--- src/hdl/matrix_dec_pkg.sv ---
// Shared region map, port codes, response codes and bus structs; imported by every decoder block

package matrix_dec_pkg;

    // --------------------------------------------------
    // Sizes
    // --------------------------------------------------
    localparam integer NUM_PORTS  = 6;     // Output ports behind this decoder
    localparam integer DEC_ADDR_W = 22;    // HADDR[31:10]
    localparam integer DATA_W     = 32;    // Read data width

    // --------------------------------------------------
    // Region map
    // --------------------------------------------------
    // Bounds are inclusive, in 1 KB units, so 0x20000000 shows up as 22'h080000
    // Entry 0 belongs to port 1
    localparam logic [DEC_ADDR_W-1:0] REGION_BASE [0:NUM_PORTS-1] = '{
        22'h080000,    // 0x20000000
        22'h0c0000,    // 0x30000000
        22'h100000,    // 0x40000000
        22'h140000,    // 0x50000000
        22'h180000,    // 0x60000000
        22'h1c0000     // 0x70000000
    };

    localparam logic [DEC_ADDR_W-1:0] REGION_LIMIT [0:NUM_PORTS-1] = '{
        22'h0800bf,    // 0x2002ffff, 192 KB
        22'h0c000f,    // 0x30003fff, 16 KB
        22'h10013f,    // 0x4004ffff, 320 KB
        22'h1401ff,    // 0x5007ffff, 512 KB
        22'h18007f,    // 0x6001ffff, 128 KB
        22'h1c007f     // 0x7001ffff, 128 KB
    };

    // AHB response codes
    localparam logic [1:0] RESP_OKAY  = 2'b00;
    localparam logic [1:0] RESP_ERROR = 2'b01;

    // --------------------------------------------------
    // Codes
    // --------------------------------------------------
    typedef enum logic [3:0] {
        PORT_1   = 4'd1,
        PORT_2   = 4'd2,
        PORT_3   = 4'd3,
        PORT_4   = 4'd4,
        PORT_5   = 4'd5,
        PORT_6   = 4'd6,
        PORT_DFT = 4'd8    // Local default slave
    } port_t;

    typedef enum logic [1:0] {
        TRANS_IDLE   = 2'b00,
        TRANS_BUSY   = 2'b01,
        TRANS_NONSEQ = 2'b10,
        TRANS_SEQ    = 2'b11
    } htrans_t;

    // --------------------------------------------------
    // Bus bundles
    // --------------------------------------------------
    // Address phase from the input stage, 25 bits
    typedef struct packed {
        logic                  hsel;
        logic [DEC_ADDR_W-1:0] decode_addr;    // HADDR[31:10]
        htrans_t               htrans;
    } addr_phase_t;

    // What one output stage hands back, 36 bits
    typedef struct packed {
        logic              active;       // Output stage busy with this input
        logic              hreadyout;
        logic [1:0]        hresp;
        logic [DATA_W-1:0] hrdata;
    } slave_resp_t;

    // Default slave response, no data
    typedef struct packed {
        logic       hreadyout;
        logic [1:0] hresp;
    } dft_resp_t;

endpackage

--- src/hdl/matrix_addr_decode.sv ---
// Address-phase decode of one matrix input port; turns HADDR[31:10] into a port code and selects

`timescale 1ns/100ps

module matrix_addr_decode
    import matrix_dec_pkg::*;
(
    input  addr_phase_t          addr_phase,      // hsel, address field, htrans
    input  port_t                data_port,       // Port owning the current data phase
    input  logic [NUM_PORTS-1:0] slave_active,    // Active flags of the output stages
    output port_t                addr_port,       // Port chosen for this address phase
    output logic [NUM_PORTS-1:0] hsel_slave,      // One-hot output stage selects
    output logic                 dft_sel,         // Default slave select
    output logic                 active           // Active flag of the chosen port
);

    // --------------------------------------------------
    // Region compare
    // --------------------------------------------------
    logic [NUM_PORTS-1:0] region_hit;    // Address inside region
    logic [NUM_PORTS-1:0] idle_hold;     // IDLE stays on data-phase owner
    logic [NUM_PORTS-1:0] port_hit;      // Either of the above
    logic                 trans_idle;

    assign trans_idle = (addr_phase.htrans == TRANS_IDLE);

    always_comb
    begin
        for (int i = 0; i < NUM_PORTS; i++)
        begin
            region_hit[i] = (addr_phase.decode_addr >= REGION_BASE[i]) &&
                            (addr_phase.decode_addr <= REGION_LIMIT[i]);
            // An IDLE must not pull the bus away from the port still in its data phase
            idle_hold[i]  = trans_idle && (data_port == port_t'(4'(i + 1)));
        end
    end

    assign port_hit = region_hit | idle_hold;

    // --------------------------------------------------
    // Priority encode, lowest port wins
    // --------------------------------------------------
    always_comb
    begin
        addr_port = PORT_DFT;    // Nothing matched
        // Walk downwards so the lowest hit is written last
        for (int i = NUM_PORTS - 1; i >= 0; i--)
        begin
            if (port_hit[i])
            begin
                addr_port = port_t'(4'(i + 1));
            end
        end
    end

    // --------------------------------------------------
    // Selects
    // --------------------------------------------------
    always_comb
    begin
        hsel_slave = '0;
        for (int i = 0; i < NUM_PORTS; i++)
        begin
            // Gated by hsel from the input stage
            hsel_slave[i] = addr_phase.hsel && (addr_port == port_t'(4'(i + 1)));
        end
    end

    assign dft_sel = addr_phase.hsel && (addr_port == PORT_DFT);

    // --------------------------------------------------
    // Active mux
    // --------------------------------------------------
    always_comb
    begin
        active = 1'b1;    // Default slave is always ready to take it
        for (int i = 0; i < NUM_PORTS; i++)
        begin
            if (addr_port == port_t'(4'(i + 1)))
            begin
                active = slave_active[i];
            end
        end
    end

endmodule

--- src/hdl/matrix_resp_mux.sv ---
// Data-phase port register and response steering of one matrix input port

`timescale 1ns/100ps

module matrix_resp_mux
    import matrix_dec_pkg::*;
(
    input  logic              HCLK,
    input  logic              HRESETn,
    input  logic              hready,                     // Transfer done at input stage
    input  port_t             addr_port,                  // From the address decode
    input  slave_resp_t       slave_resp [NUM_PORTS],     // Output stage responses
    input  dft_resp_t         dft_resp,                   // Default slave response
    output port_t             data_port,                  // Owner of the data phase
    output logic              hreadyout,
    output logic [1:0]        hresp,
    output logic [DATA_W-1:0] hrdata
);

    // --------------------------------------------------
    // Data-phase port register
    // --------------------------------------------------
    // Loads on hready rather than hreadyout, since the input stage may complete
    // a transfer from its holding register while the slave still stalls
    always_ff @(posedge HCLK)
    begin
        if (!HRESETn)
        begin
            data_port <= PORT_DFT;    // Idle default slave gives ready and OKAY
        end
        else if (hready)
        begin
            data_port <= addr_port;
        end
    end

    // --------------------------------------------------
    // Ready mux
    // --------------------------------------------------
    always_comb
    begin
        hreadyout = dft_resp.hreadyout;
        for (int i = 0; i < NUM_PORTS; i++)
        begin
            if (data_port == port_t'(4'(i + 1)))
            begin
                hreadyout = slave_resp[i].hreadyout;
            end
        end
    end

    // Response mux
    always_comb
    begin
        hresp = dft_resp.hresp;
        for (int i = 0; i < NUM_PORTS; i++)
        begin
            if (data_port == port_t'(4'(i + 1)))
            begin
                hresp = slave_resp[i].hresp;
            end
        end
    end

    // Read data mux
    always_comb
    begin
        hrdata = '0;    // Default slave drives no data
        for (int i = 0; i < NUM_PORTS; i++)
        begin
            if (data_port == port_t'(4'(i + 1)))
            begin
                hrdata = slave_resp[i].hrdata;
            end
        end
    end

endmodule

--- src/hdl/matrix_default_slave.sv ---
// Local default slave; answers unmapped active transfers with the two-cycle AHB ERROR

`timescale 1ns/100ps

module matrix_default_slave
    import matrix_dec_pkg::*;
(
    input  logic      HCLK,
    input  logic      HRESETn,
    input  logic      hsel,        // From the address decode
    input  htrans_t   htrans,
    input  logic      hready,      // Transfer done at input stage
    output dft_resp_t dft_resp
);

    // --------------------------------------------------
    // State
    // --------------------------------------------------
    // Two-bit state, upper bit is the error flag, lower bit is hreadyout
    typedef enum logic [1:0] {
        DFT_IDLE = 2'b01,    // Zero-wait OKAY
        DFT_ERR1 = 2'b10,    // First ERROR cycle, wait state
        DFT_ERR2 = 2'b11     // Second ERROR cycle, ready
    } dft_state_t;

    dft_state_t state;
    dft_state_t state_nxt;
    logic       trans_req;    // Active transfer accepted this cycle

    // NONSEQ and SEQ both have htrans[1] set
    assign trans_req = hsel && hready &&
                       ((htrans == TRANS_NONSEQ) || (htrans == TRANS_SEQ));

    always_comb
    begin
        if (trans_req)
        begin
            state_nxt = DFT_ERR1;
        end
        else if (state == DFT_ERR1)
        begin
            state_nxt = DFT_ERR2;    // Finish the pair
        end
        else
        begin
            state_nxt = DFT_IDLE;
        end
    end

    always_ff @(posedge HCLK)
    begin
        if (!HRESETn)
        begin
            state <= DFT_IDLE;
        end
        else
        begin
            state <= state_nxt;
        end
    end

    // Outputs straight from the state bits
    assign dft_resp.hreadyout = state[0];
    assign dft_resp.hresp     = state[1] ? RESP_ERROR : RESP_OKAY;

endmodule

--- src/hdl/matrix_decoder.sv ---
// Top level of the input-port decoder; ties address decode, default slave and response mux together

`timescale 1ns/100ps

module matrix_decoder
    import matrix_dec_pkg::*;
(
    input  logic                 HCLK,
    input  logic                 HRESETn,
    input  logic                 hready,                  // Transfer done at input stage
    input  addr_phase_t          addr_phase,
    input  slave_resp_t          slave_resp [NUM_PORTS],  // One per output stage
    output logic [NUM_PORTS-1:0] hsel_slave,
    output logic                 active,
    output logic                 hreadyout,
    output logic [1:0]           hresp,
    output logic [DATA_W-1:0]    hrdata
);

    // --------------------------------------------------
    // Internal nets
    // --------------------------------------------------
    port_t                addr_port;       // Address phase port
    port_t                data_port;       // Data phase port
    logic [NUM_PORTS-1:0] slave_active;    // Active bits pulled out of slave_resp
    logic                 dft_sel;
    dft_resp_t            dft_resp;

    always_comb
    begin
        for (int i = 0; i < NUM_PORTS; i++)
        begin
            slave_active[i] = slave_resp[i].active;
        end
    end

    // Address phase
    matrix_addr_decode u_addr_decode (
        .addr_phase   (addr_phase),
        .data_port    (data_port),
        .slave_active (slave_active),
        .addr_port    (addr_port),
        .hsel_slave   (hsel_slave),
        .dft_sel      (dft_sel),
        .active       (active)
    );

    // Unmapped addresses land here
    matrix_default_slave u_default_slave (
        .HCLK     (HCLK),
        .HRESETn  (HRESETn),
        .hsel     (dft_sel),
        .htrans   (addr_phase.htrans),
        .hready   (hready),
        .dft_resp (dft_resp)
    );

    // Data phase
    matrix_resp_mux u_resp_mux (
        .HCLK       (HCLK),
        .HRESETn    (HRESETn),
        .hready     (hready),
        .addr_port  (addr_port),
        .slave_resp (slave_resp),
        .dft_resp   (dft_resp),
        .data_port  (data_port),
        .hreadyout  (hreadyout),
        .hresp      (hresp),
        .hrdata     (hrdata)
    );

endmodule

--- config.mk ---
export PLATFORM = sky130hd
export DESIGN_NAME = matrix_decoder
export DESIGN_NICKNAME = d
export VERILOG_FILES = /design/src/hdl/matrix_dec_pkg.sv /design/src/hdl/matrix_addr_decode.sv /design/src/hdl/matrix_resp_mux.sv /design/src/hdl/matrix_default_slave.sv /design/src/hdl/matrix_decoder.sv
export SDC_FILE = /design/constraint.sdc
export NUM_CORES = 1
export LEC_CHECK = 0
export BUFFER_PORTS_ARGS = -buffer_cell sky130_fd_sc_hd__buf_2
export CAP_MARGIN = 20
export CORE_AREA = 2 2 110 112
export DETAILED_ROUTE_END_ITERATION = 10
export DIE_AREA = 0 0 112 114
export HOLD_SLACK_MARGIN = 0.1
export PLACE_DENSITY = 0.61
export SYNTH_ARGS = -nofsm -noshare
export SYNTH_HDL_FRONTEND = slang
export SYNTH_SLANG_ARGS = --single-unit
--- constraint.sdc ---
create_clock -name HCLK -period 4.2 [get_ports HCLK]
set_input_delay 1.26 -clock HCLK [delete_from_list [all_inputs] [get_ports HCLK]]
set_output_delay 1.26 -clock HCLK [all_outputs]
set_load 0.01 [all_outputs]
==> results.md <==
- Result of the run: finished, violations left
- Failing checks: negative setup slack
- Overall global routing resource usage: 16.56%
- Via count of the routed design: 3763
- Effective utilization at floorplan: 18.66%
- Total die area: 12770 µm²
- Most numerous cell types in the synthesized netlist: 47 x sky130_fd_sc_hd__nand2_1, 41 x sky130_fd_sc_hd__a21oi_1, 40 x sky130_fd_sc_hd__nor2_1, 34 x sky130_fd_sc_hd__o21ai_1, 27 x sky130_fd_sc_hd__a221o_1
- Critical Path Sink Type: output port
- Cell chosen for the clock root: sky130_fd_sc_hd__clkbuf_16
- Maximum ir drop on the vdd rail: 0.0001556 V
- Top-count cell post-synth: sky130_fd_sc_hd__nand2_1
- Average vias per placed instance: 4.855
- Clock Sinks: 6
- Die Span Y: 114 µm
- Final Critical Period: 4.207 ns
- Clock latency on the worst-skew pair: 0.23 ns
- Synth Area per Inst: 6.354 µm²
- Power per unit of standard cell area: 99.23 nW/µm²
- Maximum number of pins on one net before global-route repair: 37
- CP Data Arrival Time: 2.95 ns
- Fraction of final layout cells sized beyond drive strength 1: 56.53%
- Final Hold Vio Count: 0
- Initial antenna violation count: 0
- Max-slew violation count: 0
- Nets: 874
- CTS tree: yes
- Largest fanout on the critical path: 3
- Number of setup violations in the final report: 1
- Slew of the pin with the lowest slew margin: 0.5188 ns
- Post-DR wirelength/cell: 15.49 µm
- Count of non-filler cells in the finished layout: 775
- Die extent in x: 112 µm
- Antenna diode count: 0
- Worst setup margin: -0.007411 ns
- Worst-path clk slew: 0.03 ns
- Final clock period utilization by the worst path: 100.2%
- Remaining routing DRC violations: 0
- Post-synth EDFFs: 0
- Total power after layout: 404.5 µW
- Clock tree skew after final layout: 0.0003253 ns
- Number of unique standard cell types used by synthesis: 47
- Type of the worst setup path: in -> out
- Final Wtd Congestion: 0.8494
- Wire length of the first global-routing pass: 17220 µm
- Synthesis Warnings: 0
- Total Wirelength: 12000 µm
- Max-Slew Margin vs Limit: 65.33%
- Area contributors post-synth: sky130_fd_sc_hd__mux2_2 13%, sky130_fd_sc_hd__a221o_1 12%, sky130_fd_sc_hd__a21oi_1 9.4%
- Worst hold path class: reg -> reg
- Placeable core region: 11710 µm²
- Share of async-settable or async-resettable flops after synthesis: 0%
- Port buffer count: 281
- Number of maximum-capacitance violations: 0
- Area of the mapped netlist: 2186 µm²
- Detailed-router iteration count before antenna repair: 5
- Via count of the first global-routing pass: 3343
- Detailed Route Iter0 Violations: 180
- Required @ worst endpoint: 2.94 ns
- Count of hold-fix buffers inserted at cts: 0
- Number of H-tree branching levels: 1
- Leakage: 0.002071 µW
- Post-Synthesis Cells: 344
- Worst setup slack after placement: -0.01914 ns
- Seq/Total Area, Yosys: 5.495%
- Number of flip-flops and latches in the synthesized netlist: 6
- RSZ-0062 raised after global routing: true
- Placed wire-length estimate: 9572 µm
- Number of nets with antenna violations after detailed routing: 0
- Number of buffers inserted during clock tree synthesis: 3
- Total Negative Setup Slacks: -0.007411 ns
- Number of primary I/O pins: 286
- Number of placement rows: 40
- Clock tree buffer depth: 2
- Post-Synthesis Net Count: 588
- Overall overflow remaining after global route: 0
- Count of placed standard cells including taps: 769
- Dominant register cell in the synthesized netlist: sky130_fd_sc_hd__dfxtp_1
- Leading area contributor after synthesis: sky130_fd_sc_hd__mux2_2
- Nature of the critical path startpoint: primary input
- Max frequency: 0.2377 GHz
- Area growth syn-to-layout: 86.49%
- Fraction of post-synthesis cell area in the top cell type by area: 13.39%
## placed cells by master (no fill, tap or decap), types with 2 or more instances in the layout
master | synthesis | final
sky130_fd_sc_hd__o31ai_4 | 0 | 2
sky130_fd_sc_hd__nand3_1 | 8 | 7
sky130_fd_sc_hd__nor4_1 | 2 | 2
sky130_fd_sc_hd__o21ai_1 | 34 | 34
sky130_fd_sc_hd__a221o_1 | 27 | 27
sky130_fd_sc_hd__o2bb2ai_1 | 4 | 4
sky130_fd_sc_hd__a21oi_1 | 41 | 41
sky130_fd_sc_hd__nand4_1 | 2 | 2
sky130_fd_sc_hd__nand2b_1 | 3 | 3
sky130_fd_sc_hd__dfxtp_1 | 6 | 4
sky130_fd_sc_hd__buf_2 | 1 | 280
sky130_fd_sc_hd__nor4b_4 | 0 | 2
sky130_fd_sc_hd__a311oi_1 | 2 | 2
sky130_fd_sc_hd__o221ai_1 | 2 | 2
sky130_fd_sc_hd__mux2_2 | 26 | 26
sky130_fd_sc_hd__nor2b_1 | 11 | 11
sky130_fd_sc_hd__nand2_1 | 47 | 47
sky130_fd_sc_hd__a21o_1 | 6 | 6
sky130_fd_sc_hd__nor3_2 | 0 | 2
sky130_fd_sc_hd__clkbuf_16 | 0 | 3
sky130_fd_sc_hd__mux2_1 | 3 | 3
sky130_fd_sc_hd__o21ai_0 | 10 | 10
sky130_fd_sc_hd__buf_4 | 0 | 26
sky130_fd_sc_hd__nor2_1 | 40 | 39
sky130_fd_sc_hd__and2_1 | 3 | 3
sky130_fd_sc_hd__a211oi_1 | 3 | 3
sky130_fd_sc_hd__dfxtp_2 | 0 | 2
sky130_fd_sc_hd__inv_1 | 5 | 5
sky130_fd_sc_hd__buf_6 | 0 | 2
sky130_fd_sc_hd__nor3b_1 | 3 | 2
## per-layer routing
| metal | GRT usage (%) | part of all wire, % | up-vias |
|---|---|---|---|
| met5 | 0 | 0 | - |
| met4 | 3.008 | 0.99 | 0 |
| met3 | 1.966 | 6.8 | 11 |
| met2 | 29.21 | 49 | 179 |
| met1 | 22.02 | 43 | 1707 |
| li1 | - | - | 1866 |
## through the flow
stage	hold slack (ns)	cell area (µm²)	utilization [%]
after detailed placement	0.5869	3904	33.33
after CTS	0.5982	3985	34.03
after global placement	0.5836	3904	33.33
after global routing	0.6340	4076	34.81
after floorplan	0.5389	2186	-
final	0.5934	4076	34.81
## where the power goes
| group | switching (µW) | leakage [µW] | internal (µW) |
|---|---|---|---|
| registers | 3.92 | 0.0000498 | 59.0 |
| clock network | 33.5 | 0.0000370 | 122 |
| logic | 69.7 | 0.00198 | 116 |
| total | 107 | 0.00207 | 297 |
## flip-flops by register name, summed over array words and instances, names as in the netlist
name / flops
u_resp_mux.data_port: 4
u_default_slave.state: 2
## logic make-up after synthesis
logic type | after synthesis | share of synthesized area [%]
flip-flops | 6 | 5.495
multiplexers | 30 | 15.40
buffers and inverters | 33 | 5.724
AO/OA/AOI/OAI | 142 | 43.56
AND/OR/NAND/NOR | 133 | 29.82
## what timing repair did
action	in CTS	in global routing
resized for setup	1	10
setup endpoints to repair	3	6
setup buffers	0	3
pin swaps	0	3
## critical path: stages
cell and delay [ns]:
sky130_fd_sc_hd__buf_6 0.10, sky130_fd_sc_hd__or4b_4 0.52, sky130_fd_sc_hd__or3_1 0.32, sky130_fd_sc_hd__o21a_2 0.15, sky130_fd_sc_hd__o221a_1 0.25, sky130_fd_sc_hd__o31ai_2 0.19, sky130_fd_sc_hd__buf_2 0.16
## area by class of cell
class / instances / area (µm²)
Inverter: 5 / 18.77
Fill cell: 1281 / 7635
Sequential cell: 6 / 122.6
Timing Repair Buffer: 309 / 1639
Multi-Input combinational cell: 305 / 2037
Clock buffer: 3 / 75.07
Tap cell: 147 / 183.9
## path summary, 6_finish.rpt
path	slack, ns	depth (start not counted)	startpoint	end
setup / recovery	-0.007	7	addr_phase[1]	active
hold / removal	0.59	3	u_default_slave.state[0]$_SDFF_PN1_	u_default_slave.state[1]$_SDFF_PN0_
setup reg to reg	1.73	7	u_resp_mux.data_port[1]$_SDFFE_PN0P_	u_resp_mux.data_port[2]$_SDFFE_PN0P_
hold reg to reg	0.59	3	u_default_slave.state[0]$_SDFF_PN1_	u_default_slave.state[1]$_SDFF_PN0_
(Power assumes the default switching activity.)
